===== src/logic/rv_pkg.sv =====
`default_nettype none

package rv_pkg;

    // ------------------------------------------------------------------------
    // widths and fixed addresses
    // ------------------------------------------------------------------------

    localparam int xlen = 32;
    localparam int imem_depth_default = 64;

    // byte address of the memory-mapped output port.
    localparam logic [xlen-1:0] io_addr = 32'h0000_0100;

    // ------------------------------------------------------------------------
    // RV32I opcodes used by this core
    // ------------------------------------------------------------------------

    localparam logic [6:0] opc_op     = 7'b0110011;
    localparam logic [6:0] opc_op_imm = 7'b0010011;
    localparam logic [6:0] opc_lui    = 7'b0110111;
    localparam logic [6:0] opc_branch = 7'b1100011;
    localparam logic [6:0] opc_jal    = 7'b1101111;
    localparam logic [6:0] opc_store  = 7'b0100011;

    typedef enum logic [2:0] {
        add,
        sub,
        and_op,
        or_op,
        xor_op,
        slt,
        pass_b
    } alu_op_e;

    // everything stage 2 needs, captured by the stage register.
    typedef struct packed {
        logic            valid;
        alu_op_e         alu_op;
        logic            use_imm;
        logic [xlen-1:0] rs1_val;
        logic [xlen-1:0] rs2_val;
        logic [xlen-1:0] imm;
        logic [xlen-1:0] pc;
        logic [4:0]      rd;
        logic            reg_write;
        logic            is_branch;
        logic            branch_ne;
        logic            is_jal;
        logic            is_store;
    } decoded_t;

endpackage

`default_nettype wire


===== src/logic/exec_if.sv =====
`timescale 1ns/1ps
`default_nettype none

interface exec_if;

    rv_pkg::decoded_t        d;
    logic                    stall;
    logic                    flush;
    logic [rv_pkg::xlen-1:0] redirect_pc;
    logic                    wb_en;
    logic [4:0]              wb_rd;
    logic [rv_pkg::xlen-1:0] wb_data;

    modport decode (
        output d,
        input  stall, flush, redirect_pc, wb_en, wb_rd, wb_data
    );

    modport exec (
        input d
    );

    modport wback (
        input  d,
        output stall, flush, redirect_pc, wb_en, wb_rd, wb_data
    );

endinterface

`default_nettype wire


===== src/logic/branch_unit.sv =====
`timescale 1ns/1ps
`default_nettype none

module branch_unit (
    exec_if.exec                    x,
    output logic                    take,
    output logic [rv_pkg::xlen-1:0] target,
    output logic [rv_pkg::xlen-1:0] link
);

    logic equal;
    logic cond;

    assign equal = (x.d.rs1_val == x.d.rs2_val);

    // BEQ and BNE differ only in funct3 bit 0, carried here as branch_ne.
    always_comb begin
        if (x.d.is_jal) begin
            cond = 1'b1;
        end else if (x.d.is_branch) begin
            cond = x.d.branch_ne ? !equal : equal;
        end else begin
            cond = 1'b0;
        end
    end

    assign take   = x.d.valid & cond;
    assign target = x.d.pc + x.d.imm;
    assign link   = x.d.pc + 32'd4;

endmodule

`default_nettype wire


===== src/flat_wrapper.sv =====
// flat-port wrapper written by rule: the top's interface ports become plain ports
module branch_unit_flat 
  (take, target, link, x_d);
  exec_if x_i ();
  output logic take;
  output logic [rv_pkg::xlen-1:0] target;
  output logic [rv_pkg::xlen-1:0] link;
  input wire logic [$bits(x_i.d)-1:0] x_d;
  assign x_i.d = x_d;
  branch_unit u_core (.x(x_i), .take(take), .target(target), .link(link));
endmodule

===== config.mk =====
export PLATFORM = sky130hd
export DESIGN_NAME = branch_unit_flat
export DESIGN_NICKNAME = d
export VERILOG_FILES = /design/src/logic/rv_pkg.sv /design/src/logic/exec_if.sv /design/src/logic/branch_unit.sv /design/src/flat_wrapper.sv
export SDC_FILE = /design/constraint.sdc
export NUM_CORES = 1
export LEC_CHECK = 0
export ABC_AREA = 1
export BUFFER_PORTS_ARGS = -buffer_cell sky130_fd_sc_hd__buf_2
export CORE_MARGIN = 1.5
export CORE_UTILIZATION = 30
export DETAILED_ROUTE_END_ITERATION = 6
export SYNTH_ARGS = -nofsm -noshare
export SYNTH_HDL_FRONTEND = slang
export SYNTH_SLANG_ARGS = --single-unit

===== constraint.sdc =====
create_clock -name vclk -period 4.1
set_input_delay 0.615 -clock vclk [all_inputs]
set_output_delay 0.615 -clock vclk [all_outputs]
set_load 0.01 [all_outputs]

# --- Yosys cells after proc, flatten, opt, wreduce, memory -nomap -nowiden ---
# Index checks and enable logic that the tools add are counted.
word_totals:
  word_cells: 8
  input_bits: 143
  out_inout_bits: 65
  reg_bits: 0
classes:
  eq_ne: 1
  addsub: 2
  bitwise: 1
  n_reduce_logical: 1
  mux: 3
ops:
  columns: ["op", "count"]
  rows:
  - ["32-bit by 3-bit adder with 32-bit output, second input constant", 1]
  - ["32-bit adder", 1]
  - ["32-bit equality test", 1]
  - ["1-bit 2-to-1 mux", 3]
  - ["1-bit AND", 1]
  - ["1-bit logical NOT", 1]

# --- Longest topological paths before layout ---
depth:
  depth_word: 6
  depth_mapped: 12
  mapped_depth_nobuf: 12

# --- Worst setup path before layout ---
# OpenSTA, ideal clock, no wires.
synth_path:
  path_kind: "input -> output"
  from: "input port x_d[10]"
  to: "output port target[18] (netlist name)"
  path_buffers: 0
  arrival_ns: 2.045
  stages: 10
  required_time_ns: 3.485
  path_slack_ns: 1.440
  cell_sequence: "ha_1 fa_1 nand3_1 nand2_1 nand2_1 nand2_1 a21o_1 nand3_1 nand2_1 xor2_1"
synth_between:
  elab_chain_len: 1
synth_rtl:
  columns: ["item", "line", "rtl"]
  rows:
  - ["start: declaration", "flat_wrapper.sv:8", "input wire logic [$bits(x_i.d)-1:0] x_d;"]
  - ["32-bit adder", "branch_unit.sv:28", "assign target = x.d.pc + x.d.imm;"]
  - ["end: declaration", "flat_wrapper.sv:6", "output logic [rv_pkg::xlen-1:0] target;"]
# No other way between the ends.

# --- Worst setup path in the final report ---
layout_path:
  from: "input port x_d[10]"
  to: "output port target[20] (netlist name)"
# Same word-level chain as after synthesis.

==> run summary <==
pwr dens - 137.9 nW/um^2
Total Neg Setup Slack - 0 ns
max_slew headroom - 65.29%
die area - 10,740 sq um
WS Path Type - input port to output port
Worst Path Max Fanout - 3
chip height - 103.7 um
total number of sequential cells - 0
Initial Util - 30.95%
global-route wire length before repair - 16,800 um
power consumption - 0.0005759 W
hold buffers post-CTS - 0
crit start category - input port
Post-DRT Antenna Nets - 0
pre-CTS setup slack - 1.013 ns
Tmin final - 3.088 ns
total setup buffers inserted after CTS - 0
gpl congestion - 0.9222
Cell Rows - 36
Lkg Pwr - 2.341 nW
Worst IR Drop VDD - 0.04211 mV
Placed Instances - 889
Synth cell types - 26
n_diodes - 0
max-cap viol count - 0
period utilization - 75.32%
most frequent cells in the layout - buf_2, nand2_1, nor2_1, inv_1
Highest Clock Rate - 323.8 MHz
IO buf count - 197
Cell Area, Synth - 3039 sq um
final wirelength - 10,270 um
Hold Slack - 1.434 ns
Post-DP HPWL - 9447 um
area grow syn2layout - 37.42%
Worst EP arrival - 2.47 ns
worst path required time - 3.48 ns
Worst Tran Pin Value - 0.5167 ns
Tot GR Track Use - 18.06%
detail-routed via count per cell - 4.677
first drt pass iteration count - 4
Int Power - 0.0002331 W
Synth Area in Compound Gates - 12.43%
fraction of layout cells with a size suffix above 1 - 28.17%
post_cts resized - 0
hold path cells - 2
final max-slew violation count - 0
Clk pwr share - 0%
Cells after Synth - 561
sequential power share - 0%
vias in the first global route - 3,928
pin count of the biggest net entering global routing - 8
Mapped Nets - 737
most common cell after layout, fill and taps aside - buf_2
Final nets - 934
syn avg cell area - 5.417 sq um
final setup vio count - 0
worst min-delay path class - input port to output port
Post-Synth Adder-Cell Area - 13.83%
result of the run - complete, no violations
Switching Share - 59.53%
clk_buf instances - 0
Die W - 103.7 um
largest family of logic cells by synthesized area - simple AND/OR/NAND/NOR gates
post-synthesis mux area share - 0%
Switching Power - 0.0003428 W
combinational power share - 100.0%
RSZ-0062 raised after global routing - no
CP Capture Type - output port
core box area - 9819 sq um
Post-Layout Cell Count - 889
final worst slack - 1.012 ns
vias - 4,158
post-synthesis simple-gate area fraction - 45.53%
Synth Area in XOR/XNOR - 20.17%
initial antenna violation count - 0
WL per Instance - 11.55 um
global route overflow - 0
Remaining DRCs - 0
Storage cell area - 0 sq um
I/O pins - 208
Fin. Hold Viols - 0
sequential share of the synthesized area - 0%
number of DRC markers in iteration 0 - 149
Synth warnings - 0
Yosys cell counts, drive strengths merged:
cell | number | share of area (%)
a21o | 4 | 0.99
a21oi | 42 | 6.9
buf | 2 | 0.49
fa | 1 | 0.66
ha | 32 | 13
inv | 61 | 7.5
nand2 | 194 | 25
nand3 | 29 | 4.9
nand3b | 2 | 0.49
nand4 | 6 | 1.2
nor2 | 72 | 9.8
nor3 | 15 | 3.1
nor4 | 6 | 1.2
o211ai | 1 | 0.25
o21ai | 20 | 3.3
o21bai | 2 | 0.49
o31ai | 2 | 0.49
xnor2 | 28 | 8.1
xor2 | 42 | 12
per-layer routing:
layer	track usage [%]	part of all wire (%)	routed length, um	vias up
li1	-	-	-	2200
met1	21.67	42	4320	1765
met2	34.81	49	5073	181
met3	1.385	6.8	695	12
met4	3.770	1.7	175	0
met5	0	0	0	-
per-stage QoR:
step                      utilization [%]  cell area [sq um]
after floorplan                         -               3039
after global routing                42.53               4177
after global placement              42.53               4177
after detailed placement            42.53               4177
final                               42.53               4177
after CTS                           42.53               4177
power groups by stage:
| stage | clock network [W] | registers (W) | logic [W] |
|---|---|---|---|
| after floorplan | 0 | 0 | 0.000339 |
| after global placement | 0 | 0 | 0.000573 |
| after detailed placement | 0 | 0 | 0.000577 |
| after CTS | 0 | 0 | 0.000579 |
| after global routing | 0 | 0 | 0.000643 |
| final | 0 | 0 | 0.000576 |
path summary, 6_finish.rpt:
kind	startpoint	end
max	x_d[10]	target[20]
min	x_d[10]	link[0]
kinds of logic (layout without fill, tap and decap cells):
logic type | count (synthesis) | count (layout)
AOI/OAI and AO/OA | 71 | 71
xor gates and xnor gates | 70 | 70
adders and majority gates | 33 | 33
buffers and inverters | 63 | 258
and+or+nand+nor | 324 | 324
area by class of cell:
| type | instances | area [sq um] |
|---|---|---|
| repair buffers | 197 | 985.9 |
| inverters | 61 | 229.0 |
| multi-input cells | 498 | 2795 |
| well taps | 133 | 166.4 |
| fillers | 1105 | 5643 |
critical path, cell delays in order:
cell      delay, ns
buf_2          0.10
ha_1           0.22
fa_1           0.41
nand3_1        0.10
nand2_1        0.11
nand2_1        0.09
o211ai_1       0.15
nand2_1        0.10
nand2_1        0.12
nand2_1        0.09
nand2_1        0.06
xor2_1         0.15
buf_2          0.15
No activity file was read; power rests on OpenSTA's default activity.
