### src/logic/rv_pkg.sv
`default_nettype none

package rv_pkg;

    // ------------------------------------------------------------------------
    // widths and fixed addresses
    // ------------------------------------------------------------------------

    localparam int xlen = 32;
    localparam int imem_depth_default = 64;

    // byte address of the memory-mapped output port.
    localparam logic [xlen-1:0] io_addr = 32'h0000_0100;

    // ------------------------------------------------------------------------
    // RV32I opcodes used by this core
    // ------------------------------------------------------------------------

    localparam logic [6:0] opc_op     = 7'b0110011;
    localparam logic [6:0] opc_op_imm = 7'b0010011;
    localparam logic [6:0] opc_lui    = 7'b0110111;
    localparam logic [6:0] opc_branch = 7'b1100011;
    localparam logic [6:0] opc_jal    = 7'b1101111;
    localparam logic [6:0] opc_store  = 7'b0100011;

    typedef enum logic [2:0] {
        add,
        sub,
        and_op,
        or_op,
        xor_op,
        slt,
        pass_b
    } alu_op_e;

    // everything stage 2 needs, captured by the stage register.
    typedef struct packed {
        logic            valid;
        alu_op_e         alu_op;
        logic            use_imm;
        logic [xlen-1:0] rs1_val;
        logic [xlen-1:0] rs2_val;
        logic [xlen-1:0] imm;
        logic [xlen-1:0] pc;
        logic [4:0]      rd;
        logic            reg_write;
        logic            is_branch;
        logic            branch_ne;
        logic            is_jal;
        logic            is_store;
    } decoded_t;

endpackage

`default_nettype wire

### src/logic/exec_if.sv
`timescale 1ns/1ps
`default_nettype none

interface exec_if;

    rv_pkg::decoded_t        d;
    logic                    stall;
    logic                    flush;
    logic [rv_pkg::xlen-1:0] redirect_pc;
    logic                    wb_en;
    logic [4:0]              wb_rd;
    logic [rv_pkg::xlen-1:0] wb_data;

    modport decode (
        output d,
        input  stall, flush, redirect_pc, wb_en, wb_rd, wb_data
    );

    modport exec (
        input d
    );

    modport wback (
        input  d,
        output stall, flush, redirect_pc, wb_en, wb_rd, wb_data
    );

endinterface

`default_nettype wire

### src/logic/alu_unit.sv
`timescale 1ns/1ps
`default_nettype none

module alu_unit (
    exec_if.exec                   x,
    output logic [rv_pkg::xlen-1:0] alu_res
);

    logic [rv_pkg::xlen-1:0] op_a;
    logic [rv_pkg::xlen-1:0] op_b;

    assign op_a = x.d.rs1_val;
    assign op_b = x.d.use_imm ? x.d.imm : x.d.rs2_val;

    always_comb begin
        case (x.d.alu_op)
            rv_pkg::add:    alu_res = op_a + op_b;
            rv_pkg::sub:    alu_res = op_a - op_b;
            rv_pkg::and_op: alu_res = op_a & op_b;
            rv_pkg::or_op:  alu_res = op_a | op_b;
            rv_pkg::xor_op: alu_res = op_a ^ op_b;
            rv_pkg::slt: begin
                alu_res = {{(rv_pkg::xlen-1){1'b0}}, ($signed(op_a) < $signed(op_b))};
            end
            // LUI already has the shifted immediate as its second operand.
            rv_pkg::pass_b: alu_res = op_b;
            default:        alu_res = op_a + op_b;
        endcase
    end

endmodule

`default_nettype wire

### src/flat_wrapper.sv
// flat-port wrapper written by rule: the top's interface ports become plain ports
module alu_unit_flat 
  (alu_res, x_d);
  exec_if x_i ();
  output logic [rv_pkg::xlen-1:0] alu_res;
  input wire logic [$bits(x_i.d)-1:0] x_d;
  assign x_i.d = x_d;
  alu_unit u_core (.x(x_i), .alu_res(alu_res));
endmodule
### config.mk
export PLATFORM = sky130hd
export DESIGN_NAME = alu_unit_flat
export DESIGN_NICKNAME = d
export VERILOG_FILES = /design/src/logic/rv_pkg.sv /design/src/logic/exec_if.sv /design/src/logic/alu_unit.sv /design/src/flat_wrapper.sv
export SDC_FILE = /design/constraint.sdc
export NUM_CORES = 1
export LEC_CHECK = 0
export BUFFER_PORTS_ARGS = -buffer_cell sky130_fd_sc_hd__buf_2
export CAP_MARGIN = 20
export CORE_ASPECT_RATIO = 1.4
export CORE_UTILIZATION = 30
export DETAILED_ROUTE_END_ITERATION = 10
export GPL_TIMING_DRIVEN = 1
export SYNTH_ARGS = -nofsm -noshare
export SYNTH_HDL_FRONTEND = slang
export SYNTH_SLANG_ARGS = --single-unit
### constraint.sdc
create_clock -name vclk -period 14.65
set_input_delay 3.6625 -clock vclk [all_inputs]
set_output_delay 3.6625 -clock vclk [all_outputs]
set_load 0.03 [all_outputs]
# ---- After elaboration in Yosys (flattened, before gate mapping)
# Index checks and enable logic that the tools add are counted.
dict set report totals {
  register_bits 0
  latchBits 0
  ram_bits 0
  rom_bits 0
  output_inout_bits 32
  mem_count 0
}
dict set report classes {
  add_sub_neg 2
  multipliers 0
  div 0
  magnitude_cmp 1
  eq_ne 6
  shift 0
  muxes 2
  n_bitwise 3
  reduce_logical 0
}
# op count
set ops {}
lappend ops {{32-bit one-hot mux with 6 select lines} 1}
lappend ops {{32-bit adder} 1}
lappend ops {{32-bit bitwise AND} 1}
lappend ops {{32-bit less-than comparator} 1}
lappend ops {{32-bit two-way mux} 1}
lappend ops {{32-bit bitwise OR} 1}
lappend ops {{32-bit subtractor} 1}
lappend ops {{32-bit XOR} 1}
lappend ops {{3-bit == test (second input constant)} 3}
lappend ops {{3-bit by 2-bit == test with 1-bit output (second input constant)} 2}
lappend ops {{3-bit by 1-bit == test with 1-bit output (second input constant)} 1}

# ---- Longest topological paths before layout
dict set report depth {
  depth_word 3
  mapped_depth 18
  ltp_nobuf 14
}

# ---- Worst setup path after synthesis
# Ideal clock, no wire load.
dict set report synth_timing {
  kind {in2out}
  from {in x_d[138]}
  to {out alu_res[26] (netlist bit)}
  arrival_time_ns 7.741
  t_required_ns 10.988
  slack_ns 3.246
  path_stages 18
  path_buffers 4
  path_cell_list {clkbuf_1 -> buf_2 -> buf_2 -> buf_2 -> mux2i_1 -> inv_1 -> ha_1 -> inv_1 -> fa_1 -> and2b_4 -> o211ai_2 -> a2111oi_4 -> nor2_4 -> a2111oi_4 -> o31a_4 -> a21oi_1 -> mux2i_1 -> o21ai_0}
}
dict set report synth_between {
  elab_chain_len 3
}
# item line
set synth_lines {}
lappend synth_lines {{start, declared} flat_wrapper.sv:6} ;# input wire logic [$bits(x_i.d)-1:0] x_d;
lappend synth_lines {{32-bit two-way mux *} alu_unit.sv:13} ;# assign op_b = x.d.use_imm ? x.d.imm : x.d.rs2_val;
lappend synth_lines {{32-bit adder, or another cell as far along} {alu_unit.sv:17, alu_unit.sv:27}}
lappend synth_lines {{32-bit one-hot mux with 6 select lines *} alu_unit.sv:16} ;# case (x.d.alu_op)
lappend synth_lines {{end, declared} flat_wrapper.sv:5} ;# output logic [rv_pkg::xlen-1:0] alu_res;
# Every way passes the cells marked *; elsewhere a longest branch is shown, timed or not.

# ---- Final worst setup path
dict set report layout_timing {
  from {in x_d[138]}
  to {out alu_res[30] (netlist bit)}
}
# The elaborated chain is that of the path after synthesis.

==> qor.log <==
qor: finish.area.sequential 0 sq um
qor: timing.timing.slew.headroom 36.1%
qor: synth.largest_family_of_logic_cells_by_synthesized_area compound AO/OA/AOI/OAI gates
qor: critical_path.worstSetupEndpointType output pin
qor: pwr.power_density 52.4 nW/um^2
qor: routing.routed_via_density 5.51
qor: timing.achievable-frequency 87.3 MHz
qor: synth.multiplexer_fraction_of_the_synthesized_cell_area 6.39%
qor: finish.design.final.nets 1261
qor: synth.synth-compound-area-share 39.3%
qor: routing.detailedRoute.firstIterationViolations 505
qor: clocking.cts_repair_resize_count 0
qor: synth.synth.cell_area 6180 sq um
qor: status.run_status complete, no violations
qor: routing.postRouteAntennaNets 0
qor: routing.routed_wirelength 21200 um
qor: die.die_w 123 um
qor: die.core_region_area 20000 sq um
qor: die.die_h 172 um
qor: critical_path.cp_data_arrival_time 7790 ps
qor: global_routing.grt.met1_usage 22.7%
qor: placed_design.place.port_buffers 132
qor: routing.route.vias.total 6970
qor: timing.hold_viol_final 0
qor: global_routing.globalRoute.totalOverflow 0
qor: critical_path.worst-path-buf-inv 5
qor: critical_path.worst_ep_required_time 10990 ps
qor: global_routing.grt_start_max_net_pins 67
qor: critical_path.crit_type input port to output pin
qor: timing.finalMaxSlewViolations 0
qor: routing.route.detailed.wl_per_inst 16.7 um
qor: critical_path.slowest_delay 520 ps
qor: critical_path.crit_family compound AO/OA/AOI/OAI gates
qor: global_routing.antenna_found_initial 1
qor: clocking.cts_hold_buf 0
qor: die.num_rows 61
qor: critical_path.worstPathCellList buf_2 > buf_4 > mux2i_1 > inv_1 > ha_1 > inv_1 > fa_1 > nor2b_1 > o2111ai_1 > a21oi_1 > o211ai_1 > o21ai_1 > o211a_1 > a311o_1 > a31oi_1 > a21oi_1 > buf_2
qor: die.boundaryPins 175
qor: global_routing.use_met3 1.09%
qor: die.fp.dieArea 21200 sq um
qor: die.starting_density_of_the_core 30.9%
qor: synth.yosysSeqAreaShare 0%
qor: timing.timing.setup.tns 0 ps
qor: finish.layout-drive-gt1-share 18.3%
qor: run.drv_cap 0
qor: finish.nClkBuffers 0
qor: global_routing.grt.total_usage 20.0%
qor: synth.post_synth_fa_ha_maj_area_fraction 21.5%
qor: pwr.leakagePower 3.42 nW
qor: clocking.postCtsSetupBuffers 0
qor: pwr.worst_ir_drop_vdd 29.7 uV
qor: synth.synth_xor_area_share 4.67%
qor: routing.drt_drc_violations_left 0
qor: timing.finalWorstPathRequiredPeriod 11450 ps
qor: timing.finalSetupViolCount 0
qor: synth.syn_nets 1180
qor: timing.grt_setup_unrepaired no
qor: critical_path.worstPathMaxFanout 32
qor: critical_path.startpoint_types input port
qor: pwr.post-layout-total-power 0.364 mW
qor: synth.syn_area_cell 6.63 sq um
qor: critical_path.critical-path-slowest-cell a21oi_1
qor: global_routing.wire_length_of_the_first_global_routing_pass 34100 um
qor: synth.synth_simple_gate_area_share 16.1%
qor: placed_design.detailedPlacementHpwl 16600 um
qor: routing.dr.pass1.iters 5
qor: synth.synthCells 932
qor: global_routing.grt_most_used_layer met2
qor: synth.synth-warning-count 0
qor: timing.final.period_utilization 78.2%
qor: global_routing.grt.met2_usage 38.5%
qor: finish.sequential_cell_total 0
qor: finish.area.growth.synth_to_final 12.5%
qor: placed_design.globalplace.congestion 0.924
qor: timing.final.hold.worst_slack 7980 ps
qor: synth.ys_types 76
qor: global_routing.grt_pass1_vias 6824
qor: min_path.hold_path.class input port to output pin
qor: timing.worstMarginPinSlew 959 ps
-- cell type report --
cell class | count | area [sq um]
Antenna cell | 1 | 2.50
Timing Repair Buffer | 138 | 706
Fill cell | 2239 | 13000
Tap cell | 252 | 315
Inverter | 132 | 495
Multi-Input combinational cell | 741 | 5440
-- report_power, final --
| group | switching [mW] | leakage, nW | internal (mW) |
|---|---|---|---|
| logic | 0.230 | 3.42 | 0.134 |
| clock network | 0 | 0.00000634 | 0.00000000913 |
| registers | 0 | 0 | 0 |
| total | 0.230 | 3.42 | 0.134 |
-- worst paths after layout --
path | startpoint | end | depth (start not counted)
min | x_d[107] | alu_res[1] | 5
max | x_d[138] | alu_res[30] | 17
-- cells in the mapped netlist, drive strengths merged (7+ instances only) --
library cell    n  share of area, %
a21o           14               1.7
a21oi         117               9.5
mux2i          26               4.2
o21bai         10               1.2
o22ai          33               3.3
a221oi         17               2.5
a211oi          8               1.2
nand3          10              0.81
nand2          53               3.2
a221o          13               2.1
a2111oi         8               2.4
nor2b           8              0.89
or2             8              0.81
a31oi           7              0.71
clkbuf         43               2.6
buf            16               1.4
o31ai           7              0.93
xnor2          29               4.1
o21ai          67               5.5
a22oi           7              0.85
inv           132               8.0
nor2           80               5.0
nor3            9              0.73
mux2           12               2.2
ha            103                21
nand2b         13               1.3
-- placed cells by master, fill, tap and decap left out, types with 10 or more instances in the layout --
cell / synthesis / layout
buf_2: 8 / 132
inv_1: 127 / 127
a21oi_1: 116 / 116
ha_1: 103 / 103
nor2_1: 79 / 79
o21ai_0: 62 / 61
nand2_1: 53 / 53
o22ai_1: 33 / 33
xnor2_1: 29 / 29
mux2i_1: 26 / 26
a221oi_1: 16 / 16
a21o_1: 14 / 14
nand2b_1: 13 / 13
a221o_1: 13 / 13
mux2_2: 11 / 11
nand3_1: 10 / 10
o21bai_1: 10 / 10
-- worst min-delay path: cells and delay by family --
kind | cells | cell delay, ps
AOI/OAI and AO/OA | 1 | 70
adders and majority gates | 1 | 170
buffers and inverters | 3 | 410
-- cells by family after synthesis --
| kind of cell | Yosys count |
|---|---|
| AO/OA/AOI/OAI | 354 |
| AND/OR/NAND/NOR | 211 |
| buffers and inverters | 191 |
| adder cells (fa/ha/maj) | 105 |
| multiplexers | 38 |
| XOR/XNOR | 33 |
-- routing by layer --
layer	up-vias	wire length [um]	share of wire, %
li1	3477	-	-
met2	211	11000	52
met5	-	0	0
met3	43	852	4.0
met4	0	705	3.3
met1	3239	8590	41
-- per-stage QoR --
stage	utilization [%]	cells	cell area [sq um]	worst slack, ps
2_1_floorplan	-	932	6180	3250
6_report	34.8	1264	6960	3200
4_1_cts	34.8	1263	6950	3210
3_3_place_gp	34.8	1263	6950	3250
3_5_place_dp	34.8	1263	6950	3220
5_1_grt	34.8	1264	6960	2860
(Power assumes the default switching activity.)
