===== src/logic/rv_pkg.sv =====
`default_nettype none

package rv_pkg;

    // ------------------------------------------------------------------------
    // widths and fixed addresses
    // ------------------------------------------------------------------------

    localparam int xlen = 32;
    localparam int imem_depth_default = 64;

    // byte address of the memory-mapped output port.
    localparam logic [xlen-1:0] io_addr = 32'h0000_0100;

    // ------------------------------------------------------------------------
    // RV32I opcodes used by this core
    // ------------------------------------------------------------------------

    localparam logic [6:0] opc_op     = 7'b0110011;
    localparam logic [6:0] opc_op_imm = 7'b0010011;
    localparam logic [6:0] opc_lui    = 7'b0110111;
    localparam logic [6:0] opc_branch = 7'b1100011;
    localparam logic [6:0] opc_jal    = 7'b1101111;
    localparam logic [6:0] opc_store  = 7'b0100011;

    typedef enum logic [2:0] {
        add,
        sub,
        and_op,
        or_op,
        xor_op,
        slt,
        pass_b
    } alu_op_e;

    // everything stage 2 needs, captured by the stage register.
    typedef struct packed {
        logic            valid;
        alu_op_e         alu_op;
        logic            use_imm;
        logic [xlen-1:0] rs1_val;
        logic [xlen-1:0] rs2_val;
        logic [xlen-1:0] imm;
        logic [xlen-1:0] pc;
        logic [4:0]      rd;
        logic            reg_write;
        logic            is_branch;
        logic            branch_ne;
        logic            is_jal;
        logic            is_store;
    } decoded_t;

endpackage

`default_nettype wire


===== src/logic/exec_if.sv =====
`timescale 1ns/1ps
`default_nettype none

interface exec_if;

    rv_pkg::decoded_t        d;
    logic                    stall;
    logic                    flush;
    logic [rv_pkg::xlen-1:0] redirect_pc;
    logic                    wb_en;
    logic [4:0]              wb_rd;
    logic [rv_pkg::xlen-1:0] wb_data;

    modport decode (
        output d,
        input  stall, flush, redirect_pc, wb_en, wb_rd, wb_data
    );

    modport exec (
        input d
    );

    modport wback (
        input  d,
        output stall, flush, redirect_pc, wb_en, wb_rd, wb_data
    );

endinterface

`default_nettype wire


===== src/logic/writeback_sel.sv =====
`timescale 1ns/1ps
`default_nettype none

module writeback_sel #(
    parameter logic [rv_pkg::xlen-1:0] IO_ADDR = rv_pkg::io_addr
) (
    input  wire logic                    clk,
    input  wire logic                    arst_n,
    exec_if.wback                        x,
    input  wire logic [rv_pkg::xlen-1:0] alu_res,
    input  wire logic                    take,
    input  wire logic [rv_pkg::xlen-1:0] target,
    input  wire logic [rv_pkg::xlen-1:0] link,
    output logic                         io_req,
    output logic      [rv_pkg::xlen-1:0] io_data,
    input  wire logic                    io_ack
);

    typedef enum logic [1:0] {
        idle,
        wait_ack_hi,
        wait_ack_lo
    } hs_state_e;

    hs_state_e state;
    logic      io_store;
    logic      retire;

    // ------------------------------------------------------------------------
    // output port handshake
    // ------------------------------------------------------------------------

    assign io_store = x.d.valid & x.d.is_store & (alu_res == IO_ADDR);

    // the store leaves stage 2 on the edge where ack is seen low after the drop.
    assign retire = (state == wait_ack_lo) && !io_ack;

    always_ff @(posedge clk or negedge arst_n) begin
        if (!arst_n) begin
            state <= idle;
        end else begin
            case (state)
                idle: begin
                    if (io_store && !io_ack) begin
                        state <= wait_ack_hi;
                    end
                end
                wait_ack_hi: begin
                    if (io_ack) begin
                        state <= wait_ack_lo;
                    end
                end
                wait_ack_lo: begin
                    if (!io_ack) begin
                        state <= idle;
                    end
                end
                default: state <= idle;
            endcase
        end
    end

    always_ff @(posedge clk) begin
        if (state == idle) begin
            io_data <= x.d.rs2_val;
        end
    end

    assign io_req  = (state == wait_ack_hi);
    assign x.stall = io_store & !retire;

    // ------------------------------------------------------------------------
    // register write and redirect
    // ------------------------------------------------------------------------

    assign x.flush       = take;
    assign x.redirect_pc = target;

    assign x.wb_en   = x.d.valid & x.d.reg_write & !x.stall & (x.d.rd != 5'd0);
    assign x.wb_rd   = x.d.rd;
    assign x.wb_data = x.d.is_jal ? link : alu_res;

endmodule

`default_nettype wire


===== src/flat_wrapper.sv =====
// flat-port wrapper written by rule: the top's interface ports become plain ports
module writeback_sel_flat 
#(
    parameter logic [rv_pkg::xlen-1:0] IO_ADDR = rv_pkg::io_addr
)
  (clk, arst_n, alu_res, take, target, link, io_req, io_data, io_ack, x_d, x_stall, x_flush, x_redirect_pc, x_wb_en, x_wb_rd, x_wb_data);
  exec_if x_i ();
  input  wire logic clk;
  input  wire logic arst_n;
  input  wire logic [rv_pkg::xlen-1:0] alu_res;
  input  wire logic take;
  input  wire logic [rv_pkg::xlen-1:0] target;
  input  wire logic [rv_pkg::xlen-1:0] link;
  output logic io_req;
  output logic      [rv_pkg::xlen-1:0] io_data;
  input  wire logic io_ack;
  input wire logic [$bits(x_i.d)-1:0] x_d;
  output wire logic [$bits(x_i.stall)-1:0] x_stall;
  output wire logic [$bits(x_i.flush)-1:0] x_flush;
  output wire logic [$bits(x_i.redirect_pc)-1:0] x_redirect_pc;
  output wire logic [$bits(x_i.wb_en)-1:0] x_wb_en;
  output wire logic [$bits(x_i.wb_rd)-1:0] x_wb_rd;
  output wire logic [$bits(x_i.wb_data)-1:0] x_wb_data;
  assign x_i.d = x_d;
  assign x_stall = x_i.stall;
  assign x_flush = x_i.flush;
  assign x_redirect_pc = x_i.redirect_pc;
  assign x_wb_en = x_i.wb_en;
  assign x_wb_rd = x_i.wb_rd;
  assign x_wb_data = x_i.wb_data;
  writeback_sel #(.IO_ADDR(IO_ADDR)) u_core (.clk(clk), .arst_n(arst_n), .x(x_i), .alu_res(alu_res), .take(take), .target(target), .link(link), .io_req(io_req), .io_data(io_data), .io_ack(io_ack));
endmodule

===== config.mk =====
export PLATFORM = sky130hd
export DESIGN_NAME = writeback_sel_flat
export DESIGN_NICKNAME = d
export VERILOG_FILES = /design/src/logic/rv_pkg.sv /design/src/logic/exec_if.sv /design/src/logic/writeback_sel.sv /design/src/flat_wrapper.sv
export SDC_FILE = /design/constraint.sdc
export NUM_CORES = 1
export LEC_CHECK = 0
export BUFFER_PORTS_ARGS = -buffer_cell sky130_fd_sc_hd__buf_2
export CELL_PAD_IN_SITES_DETAIL_PLACEMENT = 0
export CELL_PAD_IN_SITES_GLOBAL_PLACEMENT = 1
export CORE_AREA = 8 8 130 132
export CTS_CLUSTER_DIAMETER = 120
export DETAILED_ROUTE_END_ITERATION = 12
export DIE_AREA = 0 0 138 140
export PLACE_DENSITY = 0.66
export SLEW_MARGIN = 15
export SYNTH_ARGS = -nofsm -noshare
export SYNTH_HDL_FRONTEND = slang
export SYNTH_SLANG_ARGS = --single-unit

===== constraint.sdc =====
create_clock -name clk -period 2.88 [get_ports clk]
set_clock_uncertainty 0.1 [all_clocks]
set_input_delay 0.576 -clock clk [delete_from_list [all_inputs] [get_ports clk]]
set_output_delay 0.576 -clock clk [all_outputs]
set_load 0.05 [all_outputs]

---- Yosys cells after proc, flatten, opt, wreduce, memory -nomap -nowiden ----
Index checks and enable logic that the tools add are counted.
storage, ports and cells
  flip-flop bits (word level) ............. 34
cells by class
  equal/unequal tests ..................... 6
  bitwise logic cells ..................... 6
  reduce and logical (&&, ||, !) cells .... 8
  multiplexer cells ....................... 5
operators with widths
  kind                                                   count
  == test 32 x 9 -> 1 bit, second input constant         1
  2-to-1 mux 32 bit                                      1
  AND 1 bit                                              6
  2-to-1 mux 2 bit                                       3
  case mux 2 bit (3 select lines)                        1
  nonzero test 5 bit                                     1
  inequality test 2 x 1 -> 1 bit, second input constant  2
  zero test 1 bit                                        3
  AND reduction 3 bit                                    1
  == test 2 x 1 -> 1 bit, second input constant          1
  == test 2 bit, second input constant                   1
  logical AND 1 bit                                      2
  zero test 2 bit                                        1
  inequality test 2 bit, second input constant           1

---- Depth between registers and ports, before layout ----
Gate-level depths: netlist (run 1).
  depth in word-level cells ............... 7
  depth in mapped cells ................... 4

---- Worst setup path after synthesis (run 1) ----
No wires, ideal clock.
  path kind ............................... input to output
  from .................................... input port alu_res[9] in the netlist's numbering
  to ...................................... output port x_stall
  data arrival time ....................... 1628 ps
  stages on the path ...................... 4
  setup slack ............................. 576 ps
  required time ........................... 2204 ps
  buffers on the path ..................... 0
  cell sequence ........................... nor4b_1 -> nand4_1 -> nor3_2 -> and2_1
on the way
  word-level cells in the longest chain between the ends .. 3
RTL lines
  element                  line                 RTL
  start, declared          flat_wrapper.sv:10   input wire logic [rv_pkg::xlen-1:0] alu_res;
  == test 32 x 9 -> 1 bit  writeback_sel.sv:33  assign io_store = x.d.valid & x.d.is_store & (alu_res == IO_ADDR);
  AND 1 bit                writeback_sel.sv:33
  AND 1 bit                writeback_sel.sv:70  assign x.stall = io_store & !retire;
  end, declared            flat_wrapper.sv:18   output wire logic [$bits(x_i.stall)-1:0] x_stall;
No other way between the ends.

---- Worst setup path in the final report (run 1) ----
  from .................................... input port alu_res[29] in the netlist's numbering
  to ...................................... output port x_wb_en
on the way
  word-level cells in the longest chain between the ends .. 6
RTL lines
  element                  line                 RTL
  == test 32 x 9 -> 1 bit  writeback_sel.sv:33
  AND 1 bit                writeback_sel.sv:33
  AND 1 bit                writeback_sel.sv:70
  zero test 1 bit          writeback_sel.sv:79  assign x.wb_en = x.d.valid & x.d.reg_write & !x.stall & (x.d.rd != 5'd0);
  AND 1 bit (2 in a row)   writeback_sel.sv:79
  end, declared            flat_wrapper.sv:21   output wire logic [$bits(x_i.wb_en)-1:0] x_wb_en;
No other way between the ends.

==> results of run 1 <==
routing by layer:
layer | track usage, % | vias to the layer above
met4 | 3.719 | 0
li1 | - | 748
met1 | 8.195 | 738
met5 | 0 | -
met3 | 3.719 | 19
met2 | 11.15 | 153
how the worst max path moves through the flow:
stage | cells after the start | slack, ns | end | startpoint
finish | 8 | 0.21 | x_wb_en | alu_res[29]
global route | 7 | 0.009 | x_stall | alu_res[9]
CTS | 7 | 0.002 | x_stall | alu_res[9]
detailed placement | 7 | -0.18 | x_stall | alu_res[9]
global placement | 7 | -0.19 | x_stall | alu_res[9]
floorplan | 4 | 0.58 | x_stall | alu_res[9]
report_power, final:
| part | internal (mW) | switching [mW] |
|---|---|---|
| registers | 0.565 | 0.00526 |
| logic | 0.131 | 0.309 |
| clock network | 0.320 | 0.169 |
| total | 1.02 | 0.484 |
sequential cells by signal (all words and copies together), names as in the netlist:
| signal | cells |
|---|---|
| u_core.state | 2 |
| u_core.io_data | 32 |
area by class of cell:
cell class	instances	area share, %
Multi-Input combinational cell	56	18.43
Tap cell	188	8.170
Timing Repair Buffer	186	33.55
Sequential cell	34	35.12
Clock buffer	8	4.737
per-stage QoR:
step	total power, mW	utilization [%]	worst slack [ns]
6_report	1.500	19.37	0.2085
5_1_grt	1.565	19.37	0.008694
4_1_cts	1.530	19.37	0.001894
3_5_place_dp	1.025	18.28	-0.1830
3_3_place_gp	1.022	18.28	-0.1942
2_1_floorplan	0.9942	-	0.5761
cell usage in the layout, fill, tap and decap left out, types with 2 or more instances in the layout:
master,count
clkbuf_1,3
nor2b_1,2
buf_4,6
clkbuf_16,5
edfxtp_1,32
buf_2,178
nor2_1,3
nor4_1,5
nand4_1,2
dfrtp_1,2
o21a_1,2
mux2_2,30
mux2_1,2
cells by family after synthesis:
logic type	count (synthesis)	synth area share, %
AO/OA/AOI/OAI	4	1.503
multiplexers	32	19.69
buffers and inverters	42	16.61
flip-flops	34	55.23
AND/OR/NAND/NOR	20	6.972
timing repair:
item / 4_1_cts / 5_1_grt
hold buffers: 1 / 0
cloned: 0 / 0
hold endpoints to repair: 2 / 0
gates resized for setup: 3 / 0
setup endpoints to repair: 2 / 2
pin swaps: 0 / 1
==> impl_results.html, run 1 <==
<table>
<tr><th>Metric</th><th>Value</th></tr>
<tr><th colspan="2">Synth</th></tr>
<tr><td>Yosys top cell by area</td><td>edfxtp_1</td></tr>
<tr><td>Number of warnings reported in the yosys synthesis log</td><td>0</td></tr>
<tr><td>Dominant cells by area after synthesis</td><td>edfxtp_1 (52%), mux2_2 (18%), buf_4 (16%)</td></tr>
<tr><td>Number of distinct library cell variants in the gate-level netlist after synthesis</td><td>21</td></tr>
<tr><td>Fraction of the yosys area taken by sequential cells</td><td>55.23%</td></tr>
<tr><td>Cell area after synthesis</td><td>0.001831 mm^2</td></tr>
<tr><td>Yosys top cell area share</td><td>52.49%</td></tr>
<tr><td>Number of storage elements in the synthesis netlist</td><td>34</td></tr>
<tr><td>Leading post-synthesis cells by instance count</td><td>buf_4 (38), edfxtp_1 (32), mux2_2 (30)</td></tr>
<tr><td>Most used standard cell by instance count after synthesis</td><td>buf_4</td></tr>
<tr><td>Ys async rst share</td><td>5.882%</td></tr>
<tr><td>Post-synthesis net count</td><td>~380</td></tr>
<tr><td>Mean cell area of the mapped netlist</td><td>approximately 14 um^2</td></tr>
<tr><td>Most used DFF post-synth</td><td>edfxtp_1</td></tr>
<tr><td>Post-synthesis cell count</td><td>132</td></tr>
<tr><td>EDFF count, synth</td><td>32</td></tr>
<tr><th colspan="2">Timing</th></tr>
<tr><td>Setup-violating endpoint count in the final report</td><td>0</td></tr>
<tr><td>Setup TNS after final layout</td><td>0 ns</td></tr>
<tr><td>Worst hold slack after final layout</td><td>roughly 0.38 ns</td></tr>
<tr><td>Unrepaired setup endpoints after global routing</td><td>no</td></tr>
<tr><td>Worst relative slew slack</td><td>73.59%</td></tr>
<tr><td>Fin crit share</td><td>92.76%</td></tr>
<tr><td>Max-slew violation total from the final report</td><td>0</td></tr>
<tr><td>Count of final hold-check violations</td><td>0</td></tr>
<tr><td>Crit path time final</td><td>2.671 ns</td></tr>
<tr><td>Worst Max-Slew Pin Slew</td><td>approximately 0.4 ns</td></tr>
<tr><td>Max Clock Freq</td><td>between 300 and 400 MHz</td></tr>
<tr><th colspan="2">Clocking</th></tr>
<tr><td>Clock Path Buffers</td><td>2</td></tr>
<tr><td>Sink Count</td><td>34</td></tr>
<tr><td>Clock tree from TritonCTS</td><td>yes</td></tr>
<tr><td>Post CTS Setup Buffer Count</td><td>0</td></tr>
<tr><td>TritonCTS buffer count</td><td>5</td></tr>
<tr><td>Insertion delay to the later sink of the worst-skew pair</td><td>between 0.2 and 0.3 ns</td></tr>
<tr><td>Cell at the root of the clock tree</td><td>clkbuf_16</td></tr>
<tr><td>Clk pin slew, worst setup/hold paths</td><td>0.05 ns</td></tr>
<tr><td>Max H-tree Level</td><td>2</td></tr>
<tr><th colspan="2">Worst setup path</th></tr>
<tr><td>FF-to-FF setup slack</td><td>about 1.5 ns</td></tr>
<tr><td>CP Buf/Inv Count</td><td>4</td></tr>
<tr><td>Data arrival at the endpoint of the critical path</td><td>2.00 ns</td></tr>
<tr><td>FF-to-FF End</td><td>u_core.io_data[25]</td></tr>
<tr><td>Delay of the slowest cell on the worst path</td><td>about 0.29 ns</td></tr>
<tr><td>Slowest stage cell, crit path</td><td>nor3_4</td></tr>
<tr><td>Family of cells with the greatest summed delay on the critical path</td><td>simple AND/OR/NAND/NOR gates</td></tr>
<tr><td>Critical path required time</td><td>approximately 2.2 ns</td></tr>
<tr><td>Worst reg2reg startpoint</td><td>u_core.state[0]</td></tr>
<tr><td>Sort of element at the start of the critical path</td><td>input pin</td></tr>
<tr><td>Maximum fanout encountered on the critical timing path</td><td>3</td></tr>
<tr><td>CP Capture Type</td><td>output pin</td></tr>
<tr><td>Start-to-end type of the worst setup path</td><td>in -&gt; out</td></tr>
<tr><td>Logic depth of the worst register-to-register path</td><td>2</td></tr>
<tr><td>Critical path cell sequence</td><td>buf_2 -&gt; nor4_1 -&gt; buf_4 -&gt; nand4_1 -&gt; nor3_4 -&gt; buf_4 -&gt; a21oi_1 -&gt; buf_2</td></tr>
<tr><th colspan="2">Placement</th></tr>
<tr><td>Placer Congestion</td><td>0.6939</td></tr>
<tr><td>Quantity of I/O buffers inserted on ports</td><td>between 150 and 200</td></tr>
<tr><td>Cell count after placement</td><td>roughly 460</td></tr>
<tr><td>HPWL after DPL</td><td>6615 um</td></tr>
<tr><td>Placement Cell Area</td><td>0.002718 mm^2</td></tr>
<tr><th colspan="2">Cells and area</th></tr>
<tr><td>Area used by multi-input combinational logic</td><td>~530 um^2</td></tr>
<tr><td>Number of fillers in the final layout</td><td>approximately 1.7k</td></tr>
<tr><td>Area growth from synthesis to layout</td><td>57.28%</td></tr>
<tr><td>Flip-flop and latch area</td><td>0.001011 mm^2</td></tr>
<tr><td>Final Cell Area</td><td>approximately 0.0029 mm^2</td></tr>
<tr><td>Final antenna diode count</td><td>0</td></tr>
<tr><td>Fraction of layout instances using a drive strength above 1</td><td>78.87%</td></tr>
<tr><td>Fin cells</td><td>approximately 470</td></tr>
<tr><td>Fin nets</td><td>about 530</td></tr>
<tr><th colspan="2">GRT</th></tr>
<tr><td>Global-route wire length before repair</td><td>11030 um</td></tr>
<tr><td>Total overflow reported by the global router</td><td>0</td></tr>
<tr><td>Initial antenna violation count</td><td>0</td></tr>
<tr><td>Pin count of the biggest net entering global routing</td><td>33</td></tr>
<tr><td>Vias in the first global route</td><td>2054</td></tr>
<tr><td>GR Util All Layers</td><td>under 10%</td></tr>
<tr><th colspan="2">Min path</th></tr>
<tr><td>Worst min-delay path class</td><td>in -&gt; reg</td></tr>
<tr><td>Worst hold path depth</td><td>1</td></tr>
<tr><td>Worst hold endpoint</td><td>u_core.io_data[4]</td></tr>
<tr><td>Worst min-delay path startpoint</td><td>x_d[78]</td></tr>
<tr><th colspan="2">Floorplanning</th></tr>
<tr><td>Chip Width</td><td>138 um</td></tr>
<tr><td>Number of cell rows</td><td>between 40 and 50</td></tr>
<tr><td>Die height</td><td>140 um</td></tr>
<tr><td>Number of placed I/O pins</td><td>about 350</td></tr>
<tr><td>Core area</td><td>0.01486 mm^2</td></tr>
<tr><td>Initial Utilization</td><td>12.31%</td></tr>
<tr><td>Die ar.</td><td>between 0.015 and 0.02 mm^2</td></tr>
<tr><th colspan="2">Job</th></tr>
<tr><td>Reported max-cap violation count</td><td>0</td></tr>
<tr><th colspan="2">Pwr</th></tr>
<tr><td>Power density relative to cell area</td><td>~520 mW/mm^2</td></tr>
<tr><td>Worst ir drop on vdd</td><td>approximately 0.00024 V</td></tr>
<tr><td>Leakage dissipation</td><td>approximately 1.4 nW</td></tr>
<tr><th colspan="2">Drt</th></tr>
<tr><td>Via density per instance</td><td>3.513</td></tr>
<tr><td>Detail Route Antenna Nets</td><td>0</td></tr>
<tr><td>Routed wire length per instance</td><td>15.58 um</td></tr>
<tr><td>Iteration-0 DRC count of the detailed router</td><td>7</td></tr>
<tr><td>Total wire length</td><td>~7400 um</td></tr>
<tr><td>Wire length the detailed router placed on met1</td><td>approximately 3100 um</td></tr>
<tr><td>Met3 wire length</td><td>just over 900 um</td></tr>
<tr><td>Drt first pass iters</td><td>3</td></tr>
<tr><td>Total via count in the routed design</td><td>about 1.7k</td></tr>
<tr><td>DR DRC count</td><td>0</td></tr>
<tr><td>Length of routed met2 wiring</td><td>3103 um</td></tr>
<tr><td>Top Metal Used</td><td>met4</td></tr>
<tr><th colspan="2">Outcome</th></tr>
<tr><td>Run status</td><td>complete, no violations</td></tr>
</table>
(Power assumes the default switching activity.)
==> run 2, diff against run 1 <==
==> constraint.sdc (replaced) <==
create_clock -name clk -period 3.2 [get_ports clk]
set_clock_uncertainty 0.1 [all_clocks]
set_input_delay 0.64 -clock clk [delete_from_list [all_inputs] [get_ports clk]]
set_output_delay 0.64 -clock clk [all_outputs]
set_load 0.05 [all_outputs]
==> run 2 against run 1 <==
Net effect:
- setup slack gained 0.044 ns
- combinational power is 10% lower
- die area did not move
- power is 11% lower
- final cell count fell by 0.85%
- first-iteration DRC count rose to 2.9 times the previous value
- hold slack worse by 0.33 ns
- via count is 0.42% lower
- clock power down 11%
- global-route usage about the same
- count of clock-buffer cells in the layout is 1 lower
- wire length hardly changed
- largest cell class unchanged
- highest routed layer unchanged
==> impl_results.html, run 2 (synthesis results as in run 1) <==
<table>
<tr><th>Metric</th><th>Value</th></tr>
<tr><th colspan="2">Cells and area</th></tr>
<tr><td>Register name with the most flops</td><td>u_core.io_data</td></tr>
<tr><td>Final Cell Area</td><td>roughly 0.0028 mm^2</td></tr>
<tr><td>Largest registers</td><td>u_core.io_data (32), u_core.state (2)</td></tr>
<tr><td>Area growth from synthesis to layout</td><td>55.57%</td></tr>
<tr><td>Fin nets</td><td>approximately 520</td></tr>
<tr><td>Fin cells</td><td>468</td></tr>
<tr><td>Most frequent cells in the layout</td><td>buf_2 (179), edfxtp_1 (32), mux2_2 (30)</td></tr>
<tr><td>Number of flip-flops in the largest register</td><td>32</td></tr>
<tr><td>Most common cell after layout, fill and taps aside</td><td>buf_2</td></tr>
<tr><td>Fraction of layout instances using a drive strength above 1</td><td>about four fifths</td></tr>
<tr><td>Final antenna diode count</td><td>0</td></tr>
<tr><th colspan="2">Drt</th></tr>
<tr><td>Total via count in the routed design</td><td>between 1.5k and 2k</td></tr>
<tr><td>DR DRC count</td><td>0</td></tr>
<tr><td>Iteration-0 DRC count of the detailed router</td><td>20</td></tr>
<tr><td>Detail Route Antenna Nets</td><td>0</td></tr>
<tr><td>Drt first pass iters</td><td>3</td></tr>
<tr><td>Total wire length</td><td>~7300 um</td></tr>
<tr><td>Routed wire length per instance</td><td>15.70 um</td></tr>
<tr><td>Via density per instance</td><td>between 3 and 4</td></tr>
<tr><th colspan="2">Clocking</th></tr>
<tr><td>Max H-tree Level</td><td>2</td></tr>
<tr><td>Post CTS Setup Buffer Count</td><td>0</td></tr>
<tr><td>Clock Path Buffers</td><td>2</td></tr>
<tr><td>Clk pin slew, worst setup/hold paths</td><td>about 0.050 ns</td></tr>
<tr><td>Cell at the root of the clock tree</td><td>clkbuf_16</td></tr>
<tr><td>Hold-fix buffers at CTS</td><td>0</td></tr>
<tr><td>TritonCTS buffer count</td><td>5</td></tr>
<tr><td>Clock tree from TritonCTS</td><td>yes</td></tr>
<tr><td>Sink Count</td><td>34</td></tr>
<tr><td>Insertion delay to the later sink of the worst-skew pair</td><td>0.27 ns</td></tr>
<tr><th colspan="2">Timing</th></tr>
<tr><td>Max Clock Freq</td><td>around 340 MHz</td></tr>
<tr><td>Max-slew violation total from the final report</td><td>0</td></tr>
<tr><td>Worst relative slew slack</td><td>roughly 75%</td></tr>
<tr><td>Worst Max-Slew Pin Slew</td><td>around 0.38 ns</td></tr>
<tr><td>Post-layout worst setup margin</td><td>around 0.25 ns</td></tr>
<tr><td>Unrepaired setup endpoints after global routing</td><td>no</td></tr>
<tr><td>Fin crit share</td><td>92.11%</td></tr>
<tr><td>Setup-violating endpoint count in the final report</td><td>0</td></tr>
<tr><td>Crit path time final</td><td>about 2.9 ns</td></tr>
<tr><td>Count of final hold-check violations</td><td>0</td></tr>
<tr><th colspan="2">GRT</th></tr>
<tr><td>Met2 track demand over resource in global routing</td><td>~11%</td></tr>
<tr><td>Global-route wire length before repair</td><td>around 11000 um</td></tr>
<tr><td>Initial antenna violation count</td><td>0</td></tr>
<tr><td>GR Util All Layers</td><td>7.317%</td></tr>
<tr><td>Total overflow reported by the global router</td><td>0</td></tr>
<tr><td>Grt met3 use</td><td>roughly 4.2%</td></tr>
<tr><td>Vias in the first global route</td><td>2029</td></tr>
<tr><td>Pin count of the biggest net entering global routing</td><td>33</td></tr>
<tr><td>GRT busiest layer</td><td>met2</td></tr>
<tr><td>Met1 global-route usage</td><td>7.921%</td></tr>
<tr><th colspan="2">Placement</th></tr>
<tr><td>Cell count after placement</td><td>about 460</td></tr>
<tr><td>HPWL after DPL</td><td>6663 um</td></tr>
<tr><td>Worst slack at placement</td><td>-0.0004801 ns</td></tr>
<tr><td>Quantity of I/O buffers inserted on ports</td><td>179</td></tr>
<tr><td>Placement Cell Area</td><td>roughly 0.0027 mm^2</td></tr>
<tr><td>Placer Congestion</td><td>just under 0.7</td></tr>
<tr><th colspan="2">Worst setup path</th></tr>
<tr><td>Slowest stage cell, crit path</td><td>nor4b_2</td></tr>
<tr><td>Maximum fanout encountered on the critical timing path</td><td>3</td></tr>
<tr><td>Start-to-end type of the worst setup path</td><td>in -&gt; out</td></tr>
<tr><td>Delay of the slowest cell on the worst path</td><td>a little under 0.3 ns</td></tr>
<tr><td>Critical path's most frequent cell</td><td>buf_2</td></tr>
<tr><td>CP Capture Type</td><td>output pin</td></tr>
<tr><td>Sort of element at the start of the critical path</td><td>input pin</td></tr>
<tr><td>Critical path required time</td><td>approximately 2.5 ns</td></tr>
<tr><td>Data arrival at the endpoint of the critical path</td><td>2.21 ns</td></tr>
<tr><td>Critical path cell sequence</td><td>buf_2 -&gt; nor4b_2 -&gt; buf_4 -&gt; nand4_1 -&gt; nor3_4 -&gt; and2_1 -&gt; buf_2</td></tr>
<tr><th colspan="2">Floorplanning</th></tr>
<tr><td>Die height</td><td>~140 um</td></tr>
<tr><td>Initial Utilization</td><td>between 10% and 20%</td></tr>
<tr><td>Number of placed I/O pins</td><td>348</td></tr>
<tr><td>Number of cell rows</td><td>45</td></tr>
<tr><td>Die ar.</td><td>about 0.019 mm^2</td></tr>
<tr><td>Chip Width</td><td>approximately 140 um</td></tr>
<tr><td>Core area</td><td>between 0.01 and 0.015 mm^2</td></tr>
<tr><th colspan="2">Pwr</th></tr>
<tr><td>Leakage dissipation</td><td>1.340 nW</td></tr>
<tr><td>Worst ir drop on vdd</td><td>between 0.0002 and 0.00025 V</td></tr>
<tr><td>Power density relative to cell area</td><td>~470 mW/mm^2</td></tr>
<tr><th colspan="2">Min path</th></tr>
<tr><td>Worst min-delay path class</td><td>in -&gt; async</td></tr>
<tr><th colspan="2">Job</th></tr>
<tr><td>Reported max-cap violation count</td><td>0</td></tr>
<tr><th colspan="2">Outcome</th></tr>
<tr><td>Run status</td><td>complete, no violations</td></tr>
</table>
==> run 2: cell count changes in the layout (fill, tap and decap cells not counted), sizes merged <==
| cell | before | now |
|---|---|---|
| buf | 185 | 183 |
| clkbuf | 8 | 7 |
| dlygate4sd3 | 1 | 0 |
==> run 2: layout make-up <==
type / instances / area (um^2)
fill: 1657 / 12020
sequential: 34 / 1011
timing repair buffer: 183 / 938.4
multi-input combinational: 56 / 530.5
tap: 188 / 235.2
clock buffer: 7 / 132.6
==> run 2: critical path: cells and delay by family <==
kind | cells | cell delay [ns]
AND/OR/NAND/NOR | 4 | 1.00
buffers and inverters | 3 | 0.55
==> run 2: through the flow <==
step	power, mW	hold WS, ns	utilization (%)	setup TNS [ns]
2_1_floorplan	0.8948	0.2444	-	0
3_3_place_gp	0.9201	0.3264	18.18	-0.008277
3_5_place_dp	0.9235	0.3288	18.18	-0.0004801
4_1_cts	1.371	0.03404	19.07	0
5_1_grt	1.401	0.03873	19.16	0
6_report	1.342	0.04554	19.16	0
==> run 2: path summary, 6_finish.rpt <==
path,to,cells after the start,startpoint,slack (ns)
min in group clk,u_core.io_data[3],1,x_d[77],0.44
hold reg to reg,u_core.state[0],1,u_core.state[0],0.47
setup reg to reg,u_core.io_data[6],2,u_core.state[0],1.88
hold / removal,u_core.state[0],1,arst_n,0.05
max in group asynchronous,u_core.state[1],1,arst_n,2.86
setup / recovery,x_stall,7,alu_res[9],0.25
==> run 2: layer usage <==
layer  wire (um)  vias to the layer above
met5           0                        -
met4         206                        0
met3         972                       21
met2        3119                      154
met1        3050                      733
li1            -                      743
==> run 2: power breakdown <==
group / switching, mW / leakage [nW] / internal (mW) / total (mW)
sequential: 0.00497 / 0.367 / 0.509 / 0.514
combinational: 0.278 / 0.909 / 0.117 / 0.395
clock: 0.150 / 0.0640 / 0.283 / 0.434
total: 0.433 / 1.34 / 0.909 / 1.34
==> run 2: what timing repair did <==
action                                  CTS  global route
endpoints found under the setup margin    1             1
hold endpoints to repair                  0             0
gates resized for setup                   0             2
pin swaps                                 1             0
==> run 3, diff against run 2 <==
--- a/config.mk
+++ b/config.mk
@@ -12,7 +12,7 @@
 export CTS_CLUSTER_DIAMETER = 120
 export DETAILED_ROUTE_END_ITERATION = 12
 export DIE_AREA = 0 0 138 140
-export PLACE_DENSITY = 0.66
+export PLACE_DENSITY_LB_ADDON = 0.1
 export SLEW_MARGIN = 15
 export SYNTH_ARGS = -nofsm -noshare
 export SYNTH_HDL_FRONTEND = slang
==> run 3 against run 2 <==
Net effect:
- hold slack got worse by 0.0082 ns
- setup slack improved by 0.14 ns
- die area unchanged
- wire length increased by 9.1%
- highest routed layer is now met5
==> impl_results.html, run 3 (synthesis results as in run 1) <==
<table>
<tr><th>Metric</th><th>Value</th></tr>
<tr><th colspan="2">Worst setup path</th></tr>
<tr><td>FF-to-FF End</td><td>u_core.io_data[13]</td></tr>
<tr><td>Start-to-end type of the worst setup path</td><td>in -&gt; out</td></tr>
<tr><td>CP Capture Type</td><td>output pin</td></tr>
<tr><td>Logic depth of the worst register-to-register path</td><td>2</td></tr>
<tr><td>Slowest stage cell, crit path</td><td>nor4_1</td></tr>
<tr><td>Critical path's most frequent cell</td><td>buf_2</td></tr>
<tr><td>Worst reg2reg startpoint</td><td>u_core.state[0]</td></tr>
<tr><td>Crit path launch</td><td>alu_res[15]</td></tr>
<tr><td>Critical path required time</td><td>between 2 and 2.5 ns</td></tr>
<tr><td>Data arrival at the endpoint of the critical path</td><td>about 2.1 ns</td></tr>
<tr><td>Critical path endpoint</td><td>x_stall</td></tr>
<tr><td>Delay of the slowest cell on the worst path</td><td>0.32 ns</td></tr>
<tr><td>Maximum fanout encountered on the critical timing path</td><td>3</td></tr>
<tr><td>Critical path cell sequence</td><td>buf_2 -&gt; nor4_1 -&gt; buf_4 -&gt; nand4_1 -&gt; nor3_2 -&gt; and2_1 -&gt; buf_2</td></tr>
<tr><td>FF-to-FF setup slack</td><td>between 1.5 and 2 ns</td></tr>
<tr><td>Sort of element at the start of the critical path</td><td>input pin</td></tr>
<tr><th colspan="2">Drt</th></tr>
<tr><td>Iteration-0 DRC count of the detailed router</td><td>16</td></tr>
<tr><td>Routed wire length per instance</td><td>roughly 17 um</td></tr>
<tr><td>Total wire length</td><td>8017 um</td></tr>
<tr><td>Via density per instance</td><td>approximately 3.5</td></tr>
<tr><td>Detail Route Antenna Nets</td><td>0</td></tr>
<tr><td>DR DRC count</td><td>0</td></tr>
<tr><td>Drt first pass iters</td><td>3</td></tr>
<tr><td>Total via count in the routed design</td><td>1635</td></tr>
<tr><th colspan="2">Floorplanning</th></tr>
<tr><td>Number of placed I/O pins</td><td>348</td></tr>
<tr><td>Die height</td><td>140 um</td></tr>
<tr><td>Number of cell rows</td><td>between 40 and 50</td></tr>
<tr><td>Initial Utilization</td><td>between 10% and 20%</td></tr>
<tr><td>Chip Width</td><td>around 140 um</td></tr>
<tr><td>Die ar.</td><td>just under 0.02 mm^2</td></tr>
<tr><td>Core area</td><td>0.01486 mm^2</td></tr>
<tr><th colspan="2">Pwr</th></tr>
<tr><td>Power density relative to cell area</td><td>roughly 480 mW/mm^2</td></tr>
<tr><td>Leakage dissipation</td><td>approximately 1.3 nW</td></tr>
<tr><td>Worst ir drop on vdd</td><td>roughly 0.00017 V</td></tr>
<tr><td>Total design power</td><td>1.357 mW</td></tr>
<tr><th colspan="2">Timing</th></tr>
<tr><td>Unrepaired setup endpoints after global routing</td><td>no</td></tr>
<tr><td>Fin crit share</td><td>about 90%</td></tr>
<tr><td>Setup-violating endpoint count in the final report</td><td>0</td></tr>
<tr><td>Count of final hold-check violations</td><td>0</td></tr>
<tr><td>Worst Max-Slew Pin Slew</td><td>between 0.4 and 0.5 ns</td></tr>
<tr><td>Worst hold slack after final layout</td><td>roughly 0.037 ns</td></tr>
<tr><td>Setup TNS after final layout</td><td>0 ns</td></tr>
<tr><td>Crit path time final</td><td>between 2 and 3 ns</td></tr>
<tr><td>Max-slew violation total from the final report</td><td>0</td></tr>
<tr><td>Max Clock Freq</td><td>between 300 and 400 MHz</td></tr>
<tr><td>Worst relative slew slack</td><td>a little under three quarters</td></tr>
<tr><th colspan="2">Clocking</th></tr>
<tr><td>Clock tree from TritonCTS</td><td>yes</td></tr>
<tr><td>Max H-tree Level</td><td>2</td></tr>
<tr><td>Post CTS Setup Buffer Count</td><td>0</td></tr>
<tr><td>Cell at the root of the clock tree</td><td>clkbuf_16</td></tr>
<tr><td>Insertion delay to the later sink of the worst-skew pair</td><td>around 0.28 ns</td></tr>
<tr><td>TritonCTS buffer count</td><td>5</td></tr>
<tr><td>Hold-fix buffers at CTS</td><td>0</td></tr>
<tr><td>Post-CTS resize count</td><td>0</td></tr>
<tr><td>Clock Path Buffers</td><td>2</td></tr>
<tr><td>Sink Count</td><td>34</td></tr>
<tr><td>Clk pin slew, worst setup/hold paths</td><td>approximately 0.050 ns</td></tr>
<tr><th colspan="2">Outcome</th></tr>
<tr><td>Run status</td><td>complete, no violations</td></tr>
<tr><th colspan="2">GRT</th></tr>
<tr><td>Pin count of the biggest net entering global routing</td><td>33</td></tr>
<tr><td>Global-route wire length before repair</td><td>11740 um</td></tr>
<tr><td>Vias in the first global route</td><td>slightly below 2k</td></tr>
<tr><td>Initial antenna violation count</td><td>1</td></tr>
<tr><td>Total overflow reported by the global router</td><td>0</td></tr>
<tr><td>GR Util All Layers</td><td>7.777%</td></tr>
<tr><th colspan="2">Cells and area</th></tr>
<tr><td>Number of flip-flops in the largest register</td><td>32</td></tr>
<tr><td>Register name with the most flops</td><td>u_core.io_data</td></tr>
<tr><td>Fin nets</td><td>522</td></tr>
<tr><td>Area growth from synthesis to layout</td><td>54.68%</td></tr>
<tr><td>Final antenna diode count</td><td>0</td></tr>
<tr><td>Most frequent cells in the layout</td><td>buf_2 (179), edfxtp_1 (32), mux2_2 (30)</td></tr>
<tr><td>Fraction of layout instances using a drive strength above 1</td><td>about four fifths</td></tr>
<tr><td>Most common cell after layout, fill and taps aside</td><td>buf_2</td></tr>
<tr><td>Largest registers</td><td>u_core.io_data (32), u_core.state (2)</td></tr>
<tr><th colspan="2">Placement</th></tr>
<tr><td>Placer Congestion</td><td>approximately 0.64</td></tr>
<tr><td>HPWL after DPL</td><td>7108 um</td></tr>
<tr><td>Quantity of I/O buffers inserted on ports</td><td>179</td></tr>
<tr><th colspan="2">Min path</th></tr>
<tr><td>Worst min-delay path class</td><td>in -&gt; async</td></tr>
<tr><th colspan="2">Job</th></tr>
<tr><td>Reported max-cap violation count</td><td>0</td></tr>
</table>
run 3: critical path: cells and delay by family:
kind | cells | cell delay, ns
buffers and inverters | 3 | 0.54
and+or+nand+nor | 4 | 0.89
run 3: routing by layer:
layer | part of all wire [%] | wire length [um] | global-route usage, %
met1 | 45 | 3633 | 9.442
met3 | 13 | 1064 | 4.598
met5 | 0.21 | 17 | 0
met4 | 2.0 | 164 | 2.689
met2 | 39 | 3137 | 11.09
run 3: worst min path at each step:
| stage | from | endpoint | slack [ns] | cells after the start |
|---|---|---|---|---|
| after floorplan | arst_n | u_core.state[0] | 0.24 | 0 |
| after global placement | arst_n | u_core.state[1] | 0.33 | 1 |
| after detailed placement | arst_n | u_core.state[1] | 0.33 | 1 |
| after CTS | arst_n | u_core.state[1] | 0.03 | 1 |
| after global routing | arst_n | u_core.state[0] | 0.03 | 1 |
| final | arst_n | u_core.state[1] | 0.04 | 1 |
run 3: report_power, final:
part / leakage (nW) / internal [mW] / switching (mW)
combinational: 0.887 / 0.117 / 0.280
sequential: 0.367 / 0.508 / 0.00426
clock: 0.0663 / 0.280 / 0.168
total: 1.32 / 0.904 / 0.453
run 3: cell type report:
| cell class | instances | area (um^2) |
|---|---|---|
| Fill cell | 1701 | 12030 |
| Clock buffer | 5 | 125.1 |
| Timing Repair Buffer | 182 | 930.9 |
| Tap cell | 188 | 235.2 |
| Multi-Input combinational cell | 56 | 518.0 |
| Sequential cell | 34 | 1011 |
| Clock inverter | 3 | 11.26 |
run 3: metrics by stage:
| step | cells | instance area (um^2) | utilization [%] | setup slack, ns |
|---|---|---|---|---|
| after floorplan | 132 | 1831 | - | 0.7681 |
| final | 468 | 2831 | 19.05 | 0.3888 |
| after global routing | 468 | 2831 | 19.05 | 0.2471 |
| after detailed placement | 460 | 2695 | 18.13 | 0.3093 |
| after CTS | 468 | 2831 | 19.05 | 0.2988 |
| after global placement | 460 | 2695 | 18.13 | 0.3107 |
